===== src/cu_config_pkg.sv =====
// Configuration word bit positions and mode decode constants

package cu_config_pkg;

	////////////////////////////////////////////////////////////
	// Mode bits of the configuration word
	////////////////////////////////////////////////////////////

	// Read mode, response data is dropped
	localparam int unsigned CFG_READ_BIT = 23;

	// Copy mode, reads the source and writes the destination
	localparam int unsigned CFG_WRITE_BIT = 22;

	// A configure word of all zeros means no job is set up
	localparam int unsigned CFG_IDLE_VALUE = 0;

endpackage


===== src/cu_params_pkg.sv =====
// Shared widths, credit limits and in-flight limits of the copy control unit

package cu_params_pkg;

	////////////////////////////////////////////////////////////
	// Datapath widths
	////////////////////////////////////////////////////////////

	// Addresses count cache lines, not bytes
	localparam int unsigned ADDR_W = 64;
	localparam int unsigned SIZE_W = 32;
	localparam int unsigned DATA_W = 64;
	localparam int unsigned TAG_W  = 8;
	localparam int unsigned CFG_W  = 64;

	////////////////////////////////////////////////////////////
	// Flow control limits
	////////////////////////////////////////////////////////////

	// Credits held by each command channel after reset
	localparam int unsigned CMD_CREDITS = 4;

	// Reads outstanding at once, also the response FIFO depth
	// Kept a power of two so the FIFO pointers wrap on their own
	localparam int unsigned INFLIGHT_MAX = 4;

	// Derived counter widths
	localparam int unsigned CREDIT_W   = $clog2(CMD_CREDITS + 1);
	localparam int unsigned INFLIGHT_W = $clog2(INFLIGHT_MAX + 1);
	localparam int unsigned FIFO_PTR_W = $clog2(INFLIGHT_MAX);

endpackage


===== src/cu_job_if.sv =====
// Job interface from the capture stage to the issue and done stages

interface cu_job_if import cu_params_pkg::*; ();

	logic              job_valid;
	logic [ADDR_W-1:0] src_addr;
	logic [ADDR_W-1:0] dst_addr;
	logic [SIZE_W-1:0] size;
	logic              read_en;
	logic              copy_en;

	// Capture stage side
	modport producer (
		output job_valid,
		output src_addr,
		output dst_addr,
		output size,
		output read_en,
		output copy_en
	);

	// Read issue, write issue and done tracking
	modport consumer (
		input job_valid,
		input src_addr,
		input dst_addr,
		input size,
		input read_en,
		input copy_en
	);

endinterface


===== src/cu_control_top.sv =====
// Copy accelerator control unit top level with stage instances

module cu_control_top
	import cu_params_pkg::*;
(
	input  logic              clock,
	input  logic              rstn,
	input  logic              enabled_in,
	input  logic              wed_valid,
	input  logic [ADDR_W-1:0] wed_src_addr,
	input  logic [ADDR_W-1:0] wed_dst_addr,
	input  logic [SIZE_W-1:0] wed_size,
	input  logic [CFG_W-1:0]  cu_configure,
	input  logic              rd_credit_return,
	input  logic              rd_rsp_valid,
	input  logic [TAG_W-1:0]  rd_rsp_tag,
	input  logic [DATA_W-1:0] rd_rsp_data,
	input  logic              wr_credit_return,
	output logic              rd_cmd_valid,
	output logic [ADDR_W-1:0] rd_cmd_addr,
	output logic [TAG_W-1:0]  rd_cmd_tag,
	output logic              wr_cmd_valid,
	output logic [ADDR_W-1:0] wr_cmd_addr,
	output logic [DATA_W-1:0] wr_cmd_data,
	output logic              cu_done,
	output logic [CFG_W-1:0]  cu_return,
	output logic              cu_status
);

	logic              slot_free;
	logic [SIZE_W-1:0] done_count;

	cu_job_if job ();

	////////////////////////////////////////////////////////////
	// Pipeline stages
	////////////////////////////////////////////////////////////

	cu_job_latch i_job_latch (
		.clock        (clock),
		.rstn         (rstn),
		.enabled_in   (enabled_in),
		.wed_valid    (wed_valid),
		.wed_src_addr (wed_src_addr),
		.wed_dst_addr (wed_dst_addr),
		.wed_size     (wed_size),
		.cu_configure (cu_configure),
		.job          (job.producer)
	);

	cu_read_issue i_read_issue (
		.clock            (clock),
		.rstn             (rstn),
		.rd_credit_return (rd_credit_return),
		.slot_free        (slot_free),
		.job              (job.consumer),
		.rd_cmd_valid     (rd_cmd_valid),
		.rd_cmd_addr      (rd_cmd_addr),
		.rd_cmd_tag       (rd_cmd_tag)
	);

	cu_write_issue i_write_issue (
		.clock            (clock),
		.rstn             (rstn),
		.wr_credit_return (wr_credit_return),
		.rd_rsp_valid     (rd_rsp_valid),
		.rd_rsp_tag       (rd_rsp_tag),
		.rd_rsp_data      (rd_rsp_data),
		.job              (job.consumer),
		.slot_free        (slot_free),
		.wr_cmd_valid     (wr_cmd_valid),
		.wr_cmd_addr      (wr_cmd_addr),
		.wr_cmd_data      (wr_cmd_data),
		.done_count       (done_count)
	);

	cu_done_tracker i_done_tracker (
		.clock      (clock),
		.rstn       (rstn),
		.done_count (done_count),
		.job        (job.consumer),
		.cu_done    (cu_done),
		.cu_return  (cu_return),
		.cu_status  (cu_status)
	);

endmodule


===== src/cu_done_tracker.sv =====
// Completion compare, return count and status outputs

module cu_done_tracker
	import cu_params_pkg::*;
(
	input  logic              clock,
	input  logic              rstn,
	input  logic [SIZE_W-1:0] done_count,
	cu_job_if.consumer        job,
	output logic              cu_done,
	output logic [CFG_W-1:0]  cu_return,
	output logic              cu_status
);

	logic job_complete;

	// Size is only meaningful once the job is captured
	assign job_complete = job.job_valid && (done_count == job.size);

	////////////////////////////////////////////////////////////
	// Status outputs
	////////////////////////////////////////////////////////////

	always_ff @(posedge clock or negedge rstn) begin
		if (!rstn) begin
			cu_status <= 1'b0;
			cu_done   <= 1'b0;
		end else begin
			cu_status <= job.job_valid;
			// Sticky until the next reset
			if (job_complete) begin
				cu_done <= 1'b1;
			end
		end
	end

	// Count stops moving after the last pop, so this holds at done
	always_ff @(posedge clock or negedge rstn) begin
		if (!rstn) begin
			cu_return <= '0;
		end else begin
			cu_return <= CFG_W'(done_count);
		end
	end

endmodule


===== src/cu_job_latch.sv =====
// Enable register, job descriptor capture and mode decode

module cu_job_latch
	import cu_params_pkg::*;
	import cu_config_pkg::*;
(
	input  logic              clock,
	input  logic              rstn,
	input  logic              enabled_in,
	input  logic              wed_valid,
	input  logic [ADDR_W-1:0] wed_src_addr,
	input  logic [ADDR_W-1:0] wed_dst_addr,
	input  logic [SIZE_W-1:0] wed_size,
	input  logic [CFG_W-1:0]  cu_configure,
	cu_job_if.producer        job
);

	logic enabled;
	logic capture;

	////////////////////////////////////////////////////////////
	// Enable
	////////////////////////////////////////////////////////////

	always_ff @(posedge clock or negedge rstn) begin
		if (!rstn) begin
			enabled <= 1'b0;
		end else begin
			enabled <= enabled_in;
		end
	end

	// Only the first valid descriptor is taken, one job per reset
	assign capture = enabled && wed_valid && !job.job_valid &&
		(cu_configure != CFG_W'(CFG_IDLE_VALUE));

	////////////////////////////////////////////////////////////
	// Job and mode capture
	////////////////////////////////////////////////////////////

	always_ff @(posedge clock or negedge rstn) begin
		if (!rstn) begin
			job.job_valid <= 1'b0;
			job.read_en   <= 1'b0;
			job.copy_en   <= 1'b0;
		end else if (capture) begin
			job.job_valid <= 1'b1;
			// Copy mode reads as well
			job.read_en   <= cu_configure[CFG_READ_BIT] | cu_configure[CFG_WRITE_BIT];
			job.copy_en   <= cu_configure[CFG_WRITE_BIT];
		end
	end

	// Descriptor fields are qualified by job_valid downstream
	always_ff @(posedge clock) begin
		if (capture) begin
			job.src_addr <= wed_src_addr;
			job.dst_addr <= wed_dst_addr;
			job.size     <= wed_size;
		end
	end

endmodule


===== src/cu_read_issue.sv =====
// Read command issue with line counter, read credits and in-flight limit

module cu_read_issue
	import cu_params_pkg::*;
(
	input  logic              clock,
	input  logic              rstn,
	input  logic              rd_credit_return,
	input  logic              slot_free,
	cu_job_if.consumer        job,
	output logic              rd_cmd_valid,
	output logic [ADDR_W-1:0] rd_cmd_addr,
	output logic [TAG_W-1:0]  rd_cmd_tag
);

	logic [SIZE_W-1:0]     line_count;
	logic [CREDIT_W-1:0]   credits;
	logic [INFLIGHT_W-1:0] inflight;
	logic                  issue;

	// One read per cycle while lines, credits and FIFO room remain
	assign issue = job.job_valid && job.read_en &&
		(line_count < job.size) &&
		(credits != '0) &&
		(inflight < INFLIGHT_W'(INFLIGHT_MAX));

	////////////////////////////////////////////////////////////
	// Counters
	////////////////////////////////////////////////////////////

	always_ff @(posedge clock or negedge rstn) begin
		if (!rstn) begin
			line_count   <= '0;
			rd_cmd_valid <= 1'b0;
		end else begin
			rd_cmd_valid <= issue;
			if (issue) begin
				line_count <= line_count + SIZE_W'(1);
			end
		end
	end

	// Credit spent on issue, given back by the host pulse
	always_ff @(posedge clock or negedge rstn) begin
		if (!rstn) begin
			credits <= CREDIT_W'(CMD_CREDITS);
		end else begin
			case ({issue, rd_credit_return})
				2'b10:   credits <= credits - CREDIT_W'(1);
				2'b01:   credits <= credits + CREDIT_W'(1);
				default: credits <= credits;
			endcase
		end
	end

	// Reads on the way, freed as the write stage pops its FIFO
	always_ff @(posedge clock or negedge rstn) begin
		if (!rstn) begin
			inflight <= '0;
		end else begin
			case ({issue, slot_free})
				2'b10:   inflight <= inflight + INFLIGHT_W'(1);
				2'b01:   inflight <= inflight - INFLIGHT_W'(1);
				default: inflight <= inflight;
			endcase
		end
	end

	////////////////////////////////////////////////////////////
	// Command payload
	////////////////////////////////////////////////////////////

	// Tag is the line index, the write side rebuilds the address from it
	always_ff @(posedge clock) begin
		if (issue) begin
			rd_cmd_addr <= job.src_addr + ADDR_W'(line_count);
			rd_cmd_tag  <= line_count[TAG_W-1:0];
		end
	end

endmodule


===== src/cu_write_issue.sv =====
// Response FIFO, write credits, write command generation and completion count

module cu_write_issue
	import cu_params_pkg::*;
(
	input  logic              clock,
	input  logic              rstn,
	input  logic              wr_credit_return,
	input  logic              rd_rsp_valid,
	input  logic [TAG_W-1:0]  rd_rsp_tag,
	input  logic [DATA_W-1:0] rd_rsp_data,
	cu_job_if.consumer        job,
	output logic              slot_free,
	output logic              wr_cmd_valid,
	output logic [ADDR_W-1:0] wr_cmd_addr,
	output logic [DATA_W-1:0] wr_cmd_data,
	output logic [SIZE_W-1:0] done_count
);

	logic [TAG_W-1:0]      tag_mem [INFLIGHT_MAX];
	logic [DATA_W-1:0]     data_mem [INFLIGHT_MAX];
	logic [FIFO_PTR_W-1:0] wr_ptr;
	logic [FIFO_PTR_W-1:0] rd_ptr;
	logic [INFLIGHT_W-1:0] fill;
	logic [CREDIT_W-1:0]   credits;
	logic                  fifo_empty;
	logic                  push;
	logic                  pop;

	////////////////////////////////////////////////////////////
	// Response FIFO
	////////////////////////////////////////////////////////////

	// Room is guaranteed by the in-flight limit on the read side
	assign push       = rd_rsp_valid;
	assign fifo_empty = (fill == '0);

	always_ff @(posedge clock) begin
		if (push) begin
			tag_mem[wr_ptr]  <= rd_rsp_tag;
			data_mem[wr_ptr] <= rd_rsp_data;
		end
	end

	always_ff @(posedge clock or negedge rstn) begin
		if (!rstn) begin
			wr_ptr <= '0;
			rd_ptr <= '0;
			fill   <= '0;
		end else begin
			if (push) begin
				wr_ptr <= wr_ptr + FIFO_PTR_W'(1);
			end
			if (pop) begin
				rd_ptr <= rd_ptr + FIFO_PTR_W'(1);
			end
			case ({push, pop})
				2'b10:   fill <= fill + INFLIGHT_W'(1);
				2'b01:   fill <= fill - INFLIGHT_W'(1);
				default: fill <= fill;
			endcase
		end
	end

	////////////////////////////////////////////////////////////
	// Pop and write command
	////////////////////////////////////////////////////////////

	// Copy mode waits for a credit, read-only mode drains freely
	always_comb begin
		pop = 1'b0;
		if (job.job_valid && !fifo_empty) begin
			pop = job.copy_en ? (credits != '0) : 1'b1;
		end
	end

	assign slot_free    = pop;
	assign wr_cmd_valid = pop && job.copy_en;
	assign wr_cmd_addr  = job.dst_addr + ADDR_W'(tag_mem[rd_ptr]);
	assign wr_cmd_data  = data_mem[rd_ptr];

	always_ff @(posedge clock or negedge rstn) begin
		if (!rstn) begin
			credits <= CREDIT_W'(CMD_CREDITS);
		end else begin
			case ({wr_cmd_valid, wr_credit_return})
				2'b10:   credits <= credits - CREDIT_W'(1);
				2'b01:   credits <= credits + CREDIT_W'(1);
				default: credits <= credits;
			endcase
		end
	end

	// Writes issued in copy mode, responses dropped in read-only mode
	always_ff @(posedge clock or negedge rstn) begin
		if (!rstn) begin
			done_count <= '0;
		end else if (pop) begin
			done_count <= done_count + SIZE_W'(1);
		end
	end

endmodule


===== config.mk =====
export PLATFORM = sky130hd
export DESIGN_NAME = cu_control_top
export DESIGN_NICKNAME = d
export VERILOG_FILES = /design/src/cu_config_pkg.sv /design/src/cu_params_pkg.sv /design/src/cu_job_if.sv /design/src/cu_control_top.sv /design/src/cu_done_tracker.sv /design/src/cu_job_latch.sv /design/src/cu_read_issue.sv /design/src/cu_write_issue.sv
export SDC_FILE = /design/constraint.sdc
export NUM_CORES = 1
export LEC_CHECK = 0
export BUFFER_PORTS_ARGS = -buffer_cell sky130_fd_sc_hd__buf_4
export CORE_MARGIN = 2
export CORE_UTILIZATION = 59
export DETAILED_ROUTE_END_ITERATION = 16
export PLACE_DENSITY = 0.9
export SYNTH_ARGS = -nofsm -noshare
export SYNTH_HDL_FRONTEND = slang
export SYNTH_HIERARCHICAL = 1
export SYNTH_SLANG_ARGS = --single-unit

===== constraint.sdc =====
create_clock -name clock -period 15.1 [get_ports clock]
set_input_delay 3.02 -clock clock [delete_from_list [all_inputs] [get_ports clock]]
set_output_delay 3.02 -clock clock [all_outputs]
set_load 0.05 [all_outputs]

Word level (Yosys, flattened, before mapping)
Memories as Yosys holds them, arrays and structs flattened. Index checks and enable logic that the tools add are counted.

Add/sub/neg operators: 14. Order comparisons: 2. Equal/unequal tests: 9. Muxes and demuxes: 8. Bitwise logic cells: 1. Reduce and logical (&&, ||, !) cells: 20.

Operators with widths (number): 32-bit by 1-bit adder with 32-bit output, second input constant (2); 64-bit by 32-bit adder with 64-bit output (1); 64-bit by 8-bit adder with 64-bit output (1); 64-bit nonzero test (1); 32-bit == test (1); 32-bit < comparator (1); 3-bit case mux with 2 select lines (4); 3-bit by 1-bit adder with 3-bit output, second input constant (4); 3-bit by 1-bit subtractor with 3-bit output, second input constant (4); 1-bit logical AND (10); 2-bit by 1-bit == test with 1-bit output, second input constant (4); 2-bit == test, second input constant (4); 2-bit nonzero test (4); 3-bit nonzero test (2); 2-bit by 1-bit adder with 2-bit output, second input constant (2); 1-bit 2-to-1 mux (4); 3-bit logical NOT (1); 3-bit < comparator, second input constant (1); 1-bit logical NOT (2); 1-bit OR (1).

Register bits after elaboration: 351. Bits in writable memories: 288. Bits of input ports: 303. Output and inout port bits: 268. Memories: 2.

Memory list: i_write_issue.data_mem (depth 4, width 64, read ports 1, clocked after Yosys merged registers in 0, wr ports 1, RTL line cu_write_issue.sv:21) `logic [DATA_W-1:0] data_mem [INFLIGHT_MAX];`; i_write_issue.tag_mem (depth 4, width 8, read ports 1, clocked after Yosys merged registers in 0, wr ports 1, RTL line cu_write_issue.sv:20) `logic [TAG_W-1:0] tag_mem [INFLIGHT_MAX];`.

Longest topological paths before layout
Gate-level depths: netlist of run 1.

Depth in word-level cells: 7. Depth in mapped cells: 15. Depth with buffers taken out: 15.

By module
Netlist of run 1, hierarchy kept.

By module, submodules not included: cu_write_issue (instances 1, cells each 799, area an instance 13992.2 µm², seq. area each 9700.6 µm²); cu_read_issue (instances 1, cells each 665, area an instance 7039.3 µm², seq. area each 3139.3 µm²); cu_job_latch (instances 1, cells each 192, area an instance 5107.4 µm², seq. area each 4904.7 µm²); cu_done_tracker (instances 1, cells each 111, area an instance 1450.1 µm², seq. area each 850.8 µm²).

Worst setup path after synthesis of run 1
No wires, ideal clock.

Kind: input-to-reg. Start: input port cu_configure[45]. End: register i_job_latch.job.copy_en. Arrival time: 10.293 ns. Setup slack: 4.711 ns. Stages: 5. Path buffers: 0. Path through: nor4_1 nand4_1 nor4_2 nor3_2 mux2_4.

Word-level cells in the longest chain between the ends: 2.

Ends and longest elaborated chain: start: declaration (RTL line cu_control_top.sv:13) `input logic [CFG_W-1:0] cu_configure,`; 64-bit nonzero test (RTL line cu_job_latch.sv:35) `(cu_configure != CFG_W'(CFG_IDLE_VALUE));`; 1-bit logical AND (RTL line cu_job_latch.sv:34) `assign capture = enabled && wed_valid && !job.job_valid &&`; net i_job_latch.capture (RTL line cu_job_latch.sv:19) `logic capture;`; end signal: assignment (RTL line cu_job_latch.sv:50) `job.copy_en <= cu_configure[CFG_WRITE_BIT];`; end: declaration (RTL line cu_job_if.sv:19) `output copy_en`.

The timed path passes the listed nets, and every way through them passes these cells. A chain may end at the register's enable or synchronous reset.

Final worst setup path of run 1
Start: register i_write_issue.rd_ptr[1]. End: output port wr_cmd_addr[58].

Word-level cells in the longest chain between the ends: 2.

Ends and longest elaborated chain: start: declaration (RTL line cu_write_issue.sv:23) `logic [FIFO_PTR_W-1:0] rd_ptr;`; start signal: assignment (RTL line cu_write_issue.sv:55) `rd_ptr <= rd_ptr + FIFO_PTR_W'(1);`; memory 4 x 8 bit; 64-bit by 8-bit adder with 64-bit output (RTL line cu_write_issue.sv:79) `assign wr_cmd_addr = job.dst_addr + ADDR_W'(tag_mem[rd_ptr]);`; end: declaration (RTL line cu_control_top.sv:23) `output logic [ADDR_W-1:0] wr_cmd_addr,`.

No other way between the ends.

==> results.ini, run 1 <==
[run_status]
outcome=finished, final reports clean

[global_routing]
grt.total_usage_pct=32.4
antenna_found_initial=12
gr-total-overflow=0
grt_pass1_wl_um=114000
grt_pass1_vias=18600
grt_max_degree=164

[yosys]
netlist_area_um2=27600
synth_edf_count=520
ys_seq_area_share_pct=67.4
async_reset_ff_share_pct=18.6
post-synth-top-count-cell=edfxtp_1
yosys-top-cells-count=520 x edfxtp_1, 137 x xnor2_1, 117 x dfrtp_1, 94 x xor2_1, 81 x ha_1
syn_inst=1767
yosysTopAreaCell=edfxtp_1
ys_ff_latch=639
ys_top_cells_by_area=edfxtp_1 57%, dfrtp_1 11%, mux4_2 5.9%
syn_avg_cell_area_um2=15.6
synth_ff_type=edfxtp_1
ys_warn_count=6
synth.distinct_cells=74
synth_top_cell_area_share_pct=56.6

[clock_tree]
hold_buffers=0
cts_tree=built
cts_max_level=3
root_buffer=clkbuf_16
clock-sinks=639
cts_buffers=67
clk_pin_slew_ns=0.06
insertion_delay_ns=0.61
cts_buffer_depth=3
cts_setup_buffers=0
ctsResizeCount=0

[pwr]
p_per_area_nw_per_um2=184
total_power_mw=6.33
power_leakage_nw=13.7
peakVddDrop_uv=172

[timing]
tightestPinTransition_ns=1.22
finalHoldViolations=0
finClkSkew_ns=0.0279
tns_ns=0
rsz0062_at_grt=false
drv_slew=0
finalCritPeriodShare_pct=52.9
max_freq_mhz=125
slew_headroom_pct=18.4
finalSetupViolCount=0
fin_crit_ns=7.99
fin_worst_hold_slack_ns=0.434

[finish]
layout-drive-gt1-share_pct=31.7
postLayoutCoreUtil_pct=74.3
area_delta_synth_final_pct=24.8
nets=2731
fin_area_um2=34400
nFillCells=2718

[route]
ant_nets=0
drt_first_pass_iters=7
routed_wl_um=78700
viasPerCell=6.08
drtIter0Drc=1695
wire_per_inst_um=26.1
drc=0
via_count=18300

[worst_setup_path]
critPathSlowestCell=a221oi_1
crit_type=flip-flop to output port
critPathMaxFanout=59
slowest_delay_ns=0.76
worstReg2RegEnd=i_read_issue/rd_cmd_addr[63]$_DFFE_PP_
rr_worst_depth=10
r2r-start=i_read_issue/line_count[2]$_DFFE_PN0P_
cp-start-kind=flip-flop
ff2ff_setup_slack_ns=10.80
cp_data_arrival_time_ns=4.97
cp.required_ns=12.08
path_cells=buf_4, mux4_2, ha_1, a21o_1, a221oi_1, a21o_1, nor4_1, xor2_1, buf_4
worstSetupEndpointType=output port

[place]
place.port_buffers=538
placed_area_um2=32200
hpwl_um=54700
place.gp.congestion=0.997

[floorplanning]
core_um2=46400
die_width_um=220
ios=571
start_util_pct=59.5
die_area_um2=48500
die_y_um=220
rows=79

[job]
drv_cap=0

[worst_hold_path]
hold_start=i_write_issue/done_count[7]$_DFFE_PN0N_
worst_hold_path.num_cells=0
worstHoldEndpoint=i_done_tracker/cu_return[7]$_DFF_PN0_
hp-class=flip-flop to flip-flop

## final cells by class
type / count / area [µm²] / area share, %
sequential: 639 / 18600 / 54.0
multi-input combinational: 1018 / 8470 / 24.6
timing repair buffer: 544 / 4100 / 11.9
clock buffer: 92 / 1890 / 5.50
tap: 607 / 759 / 2.21
clock inverter: 30 / 315 / 0.916
inverter: 71 / 268 / 0.778
antenna: 10 / 25.0 / 0.0727
## sequential cells by signal, summed over array words and instances (netlist names), 2 cells and up
signal	cells
i_write_issue/data_mem	256
i_write_issue/done_count	32
i_write_issue/wr_ptr	2
i_write_issue/tag_mem	32
i_read_issue/inflight	3
i_job_latch/job.src_addr	64
i_write_issue/rd_ptr	2
i_read_issue/rd_cmd_addr	64
i_read_issue/rd_cmd_tag	8
i_done_tracker/cu_return	32
i_write_issue/credits	3
i_read_issue/credits	3
i_job_latch/job.size	32
i_read_issue/line_count	32
i_job_latch/job.dst_addr	64
i_write_issue/fill	3
## layer usage
metal,vias up,wire length [µm],track usage (%)
li1,7866,-,-
met3,258,7440,9.18
met5,-,25,0
met4,4,4570,16.4
met2,1119,39000,53.7
met1,9071,27600,39.1
## layout by cell type, fill, tap and decap left out, types with 10 or more instances in the layout
master	instances
buf_4	543
edfxtp_1	520
xnor2_1	137
dfrtp_1	115
xor2_1	94
ha_1	81
mux4_2	72
nand4_1	70
nand2_1	70
inv_1	70
clkbuf_16	68
nand3_1	66
nor2_1	53
nor4_1	49
a21oi_1	43
and3_1	38
conb_1	32
a21o_1	28
nor3_1	25
o21ai_0	25
clkbuf_1	14
clkinv_2	11
and2_1	11
diode_2	10
clkbuf_8	10
## how the worst max path moves through the flow
stage	start	endpoint	slack (ns)	cells past startpoint
5_1_grt	i_write_issue/rd_ptr[0]$_DFFE_PN0N_	wr_cmd_addr[58]	6.81	9
3_3_place_gp	i_write_issue/rd_ptr[1]$_DFFE_PN0N_	wr_cmd_addr[58]	7.92	9
3_5_place_dp	i_write_issue/rd_ptr[1]$_DFFE_PN0N_	wr_cmd_addr[58]	7.81	9
4_1_cts	i_write_issue/rd_ptr[1]$_DFFE_PN0N_	wr_cmd_addr[58]	7.13	9
6_report	i_write_issue/rd_ptr[1]$_DFFE_PN0N_	wr_cmd_addr[58]	7.11	9
2_1_floorplan	cu_configure[45]	i_job_latch/job.copy_en$_DFFE_PN0P_	4.71	5
## worst max-delay path: cells and delay by family, from the launching register on
kind	cells	cell delay, ns
AOI/OAI and AO/OA	3	1.67
xor gates and xnor gates	1	0.21
adders and majority gates	1	0.36
buffers and inverters	2	0.93
DFF	1	0.57
muxes	1	0.42
and+or+nand+nor	1	0.17
## metrics by stage
| stage | setup WS (ns) | std cells |
|---|---|---|
| 2_1_floorplan | 4.71 | 1798 |
| 3_3_place_gp | 7.92 | 2879 |
| 3_5_place_dp | 7.81 | 2879 |
| 4_1_cts | 7.13 | 3001 |
| 5_1_grt | 6.81 | 3011 |
| 6_report | 7.11 | 3011 |
## power breakdown
group,internal (mW),total [mW],switching [mW],leakage [nW]
Clock,0.969,1.65,0.679,1.08
Combinational,0.714,2.26,1.54,6.28
Sequential,2.25,2.42,0.168,6.35
Total,3.94,6.33,2.39,13.7
## cells by family after synthesis
kind of cell / after synthesis / synth area share (%)
XOR/XNOR: 231 / 7.33
AND/OR/NAND/NOR: 444 / 9.12
multiplexers: 79 / 6.16
adder cells (fa/ha/maj): 87 / 4.11
buffers and inverters: 141 / 2.43
AO/OA/AOI/OAI: 145 / 3.44
other: 1 / 0.0136
flip-flops: 639 / 67.4
Note: power is estimated with default switching activity, not from simulation.
==> inputs of run 2 (changes only) <==
Settings changed: CORE_UTILIZATION 59 to 55, PLACE_DENSITY 0.9 to 0.85.
Clock period 15.1 ns to 8.22 ns, I/O delays scaled along.
==> results.ini, run 2 (same netlist as run 1, synthesis figures left out) <==
[place]
place.port_buffers=538
hpwl_um=54200
placed_area_um2=32300
place.gp.congestion=1.01
place_ws_ns=2.24

[global_routing]
grt_pass1_wl_um=112000
grt.total_usage_pct=28.8
antenna_found_initial=6
gr-total-overflow=0
grt_pass1_vias=17800
grt_max_degree=90

[clock_tree]
cts_setup_buffers=0
ctsResizeCount=0
insertion_delay_ns=0.60
clk_pin_slew_ns=0.06
clock-sinks=639
hold_buffers=0
cts_buffer_depth=3
cts_buffers=68
root_buffer=clkbuf_16
cts_max_level=3
cts_tree=built

[timing]
drv_slew=0
slew_headroom_pct=24.4
max_freq_mhz=150
tightestPinTransition_ns=1.13
finalCritPeriodShare_pct=81.0
tns_ns=0
finClkSkew_ns=0.0228
setup_ws_ns=1.56
fin_crit_ns=6.66
finalHoldViolations=0
fin_worst_hold_slack_ns=0.420
finalSetupViolCount=0
rsz0062_at_grt=false

[finish]
postLayoutCoreUtil_pct=69.2
layout-drive-gt1-share_pct=31.9
area_delta_synth_final_pct=25.1
largest_reg_flops=256
regMostFlops=i_write_issue/data_mem
layout_common_cells=546 x buf_4, 520 x edfxtp_1, 137 x xnor2_1
fin_area_um2=34500
mostFrequentLayoutCell=buf_4
nets=2734

[pwr]
power_leakage_nw=13.7
power.switching_mw=4.37
peakVddDrop_uv=344
p_per_area_nw_per_um2=335
pwr-share-seq_pct=38.2
combinationalPowerShare_pct=35.6
switching_share_pct=37.8
intPower_mw=7.18
clkPwrFrac_pct=26.1

[worst_hold_path]
hp-class=flip-flop to flip-flop
worst_hold_path.num_cells=0

[route]
viasPerCell=5.77
drc=0
routed_wl_um=75400
wire_per_inst_um=24.5
drtIter0Drc=1577
via_count=17800
ant_nets=0
drt_first_pass_iters=5

[floorplanning]
die_y_um=228
die_width_um=228
start_util_pct=55.3
rows=82
core_um2=49900
ios=571
die_area_um2=52000

[worst_setup_path]
cp_data_arrival_time_ns=5.02
critPathMaxFanout=30
rr_worst_depth=10
cp.required_ns=6.58
worstSetupEndpointType=output port
crit_type=flip-flop to output port
cp-start-kind=flip-flop

[job]
drv_cap=0

[run_status]
outcome=finished, final reports clean

-- run 2: changes by cell type in the layout (fill, tap and decap cells not counted), sizes merged --
cell,change
clkinv,+15
clkinvlp,-1
diode,-3
clkbuf,-9
bufinv,-1
buf,+2
-- run 2: worst max-delay path, cell delays in order (launching register included) --
cell	delay [ns]
dfrtp_4	0.81
mux4_2	0.58
ha_1	0.22
fa_1	0.42
a21o_1	0.22
a221oi_1	0.68
a21o_1	0.78
nor4_1	0.12
xor2_1	0.31
buf_4	0.26
-- run 2: worst paths after layout --
check / from / to / slack (ns)
worst max-delay path: i_write_issue/rd_ptr[0]$_DFFE_PN0N_ / wr_cmd_addr[22] / 1.56
worst min-delay path: i_write_issue/done_count[30]$_DFFE_PN0N_ / i_done_tracker/cu_return[30]$_DFF_PN0_ / 0.42
worst max register to register: i_read_issue/line_count[4]$_DFFE_PN0P_ / i_read_issue/rd_cmd_addr[63]$_DFFE_PP_ / 3.75
worst min register to register: i_write_issue/done_count[30]$_DFFE_PN0N_ / i_done_tracker/cu_return[30]$_DFF_PN0_ / 0.42
max in group asynchronous: rstn / i_write_issue/done_count[30]$_DFFE_PN0N_ / 5.84
min in group asynchronous: rstn / i_read_issue/line_count[29]$_DFFE_PN0P_ / 1.04
-- run 2: metrics by stage --
| step | instances | power, mW |
|---|---|---|
| 4_1_cts | 3072 | 11.6 |
| 3_5_place_dp | 2946 | 8.58 |
| 5_1_grt | 3077 | 12.0 |
| 6_report | 3079 | 11.5 |
| 2_1_floorplan | 1798 | 7.29 |
| 3_3_place_gp | 2946 | 8.49 |
-- run 2: cell type report --
class	count	area (µm²)
Antenna cell	7	17.5
Clock buffer	83	1830
Clock inverter	43	395
Fill cell	3274	15300
Inverter	71	268
Multi-Input combinational cell	1018	8460
Sequential cell	639	18600
Tap cell	672	841
Timing Repair Buffer	546	4100
-- run 2: layer usage --
layer	global-route usage, %	wire length (µm)	up-vias
met5	0	16	-
met4	8.05	2070	2
met3	7.88	6300	126
met2	48.2	37800	772
met1	37.2	29200	8996
li1	-	-	7875
-- run 2: power by group through the flow --
stage | logic (mW) | registers, mW | clock network [mW]
3_5_place_dp | 4.11 | 4.48 | 0
3_3_place_gp | 4.06 | 4.44 | 0
2_1_floorplan | 2.42 | 4.87 | 0
4_1_cts | 4.14 | 4.42 | 3.06
5_1_grt | 4.31 | 4.48 | 3.19
6_report | 4.11 | 4.42 | 3.02
==> inputs of run 3 (changes only) <==
Settings changed: CORE_UTILIZATION 55 to 50, PLACE_DENSITY 0.85 to 0.82.
Clock period 8.22 ns to 5.99 ns, I/O delays scaled along.
==> results.ini, run 3 (same netlist as run 1, synthesis figures left out) <==
[route]
via_count=17800
drc=0
routed_wl_um=75800
viasPerCell=5.71
wire_per_inst_um=24.3
ant_nets=0
drt_first_pass_iters=5
drtIter0Drc=1562

[pwr]
power.switching_mw=5.98
power_leakage_nw=13.7
switching_share_pct=37.4
pwr-share-seq_pct=37.6
combinationalPowerShare_pct=35.9
intPower_mw=10.0
p_per_area_nw_per_um2=462
total_power_mw=16.0
clkPwrFrac_pct=26.5
peakVddDrop_uv=357

[run_status]
outcome=finished, final reports clean

[finish]
postLayoutCoreUtil_pct=63.0
layout_common_cells=545 x buf_4, 520 x edfxtp_1, 137 x xnor2_1
regMostFlops=i_write_issue/data_mem
multi_input_comb_area_um2=8460
area_delta_synth_final_pct=25.4
largest_reg_flops=256
area.sequential_um2=18600
nFillCells=3892
layout-drive-gt1-share_pct=31.5
nets=2735
mostFrequentLayoutCell=buf_4

[floorplanning]
start_util_pct=50.3
die_area_um2=57100
die_y_um=239
ios=571
core_um2=54900
die_width_um=239
rows=86

[place]
hpwl_um=53900
place.port_buffers=538
place.gp.congestion=0.971

[worst_setup_path]
cp_data_arrival_time_ns=4.24
crit_type=flip-flop to output port
cp-start-kind=flip-flop
cp.required_ns=4.79
worstSetupEndpointType=output port
critPathMaxFanout=21

[timing]
finalCritPeriodShare_pct=90.8
tns_ns=0
finalHoldViolations=0
drv_slew=0
rsz0062_at_grt=false
slew_headroom_pct=21.6
tightestPinTransition_ns=1.18
finClkSkew_ns=0.0290
finalSetupViolCount=0
fin_crit_ns=5.44
max_freq_mhz=184

[job]
drv_cap=0

[global_routing]
antenna_found_initial=12
grt.total_usage_pct=26.2
grt_pass1_wl_um=110000
grt_max_degree=163
grt_pass1_vias=17900
gr-total-overflow=0

[clock_tree]
clock-sinks=639
clk_pin_slew_ns=0.05
cts_setup_buffers=0
cts_tree=built
cts_max_level=3
cts_buffers=69
ctsResizeCount=0
cts_buffer_depth=3
hold_buffers=0
root_buffer=clkbuf_16
insertion_delay_ns=0.60

[worst_hold_path]
hp-class=flip-flop to flip-flop

==> run 3: cell type report <==
class	count	area share, %
sequential	639	53.8
multi-input combinational	1018	24.4
timing repair buffer	546	11.9
clock buffer	88	5.44
tap	704	2.55
clock inverter	37	1.07
inverter	71	0.774
antenna	9	0.0651
==> run 3: final timing paths <==
kind / startpoint / endpoint / slack, ns / cells after the start
setup / recovery: i_write_issue/rd_ptr[0]$_DFFE_PN0N_ / wr_cmd_addr[36] / 0.55 / 10
hold / removal: i_write_issue/done_count[7]$_DFFE_PN0N_ / i_done_tracker/cu_return[7]$_DFF_PN0_ / 0.42 / 0
setup reg to reg: i_read_issue/line_count[6]$_DFFE_PN0P_ / i_read_issue/rd_cmd_addr[63]$_DFFE_PP_ / 1.68 / 10
hold reg to reg: i_write_issue/done_count[7]$_DFFE_PN0N_ / i_done_tracker/cu_return[7]$_DFF_PN0_ / 0.42 / 0
max in group asynchronous: rstn / i_write_issue/rd_ptr[1]$_DFFE_PN0N_ / 3.97 / 2
min in group asynchronous: rstn / i_read_issue/line_count[25]$_DFFE_PN0P_ / 0.72 / 1
==> run 3: power by group through the flow <==
stage / registers (mW) / clock network, mW / logic, mW
after floorplan: 6.68 / 0 / 3.32
after global placement: 6.06 / 0 / 5.64
after detailed placement: 6.11 / 0 / 5.73
after CTS: 6.03 / 4.32 / 5.77
after global routing: 6.09 / 4.48 / 5.98
final: 6.02 / 4.24 / 5.74
==> run 3: stage by stage <==
step                      std cells  setup slack (ns)  hold WS (ns)  cell area [µm²]
after CTS                      3103             0.576         0.427            34600
after floorplan                1798             0.132         0.392            27700
after detailed placement       2978              1.22         0.408            32300
after global placement         2978              1.24         0.411            32300
after global routing           3110             0.390         0.449            34600
final                          3112             0.554         0.422            34600
==> run 3: per-layer routing <==
| layer | part of all wire [%] | track usage (%) | vias up |
|---|---|---|---|
| li1 | - | - | 7877 |
| met1 | 38 | 32.7 | 8850 |
| met2 | 50 | 44.4 | 888 |
| met3 | 8.4 | 7.03 | 163 |
| met4 | 2.9 | 9.05 | 6 |
| met5 | 0.058 | 0 | - |
==> run 3: worst max-delay path: stages, from the launching register on <==
cell	delay [ns]
dfrtp_4	0.53
mux4_2	0.52
ha_1	0.22
fa_1	0.42
a21o_1	0.23
a221oi_1	0.26
buf_4	0.20
a21o_1	0.65
nor4_1	0.16
xor2_1	0.21
buf_4	0.23
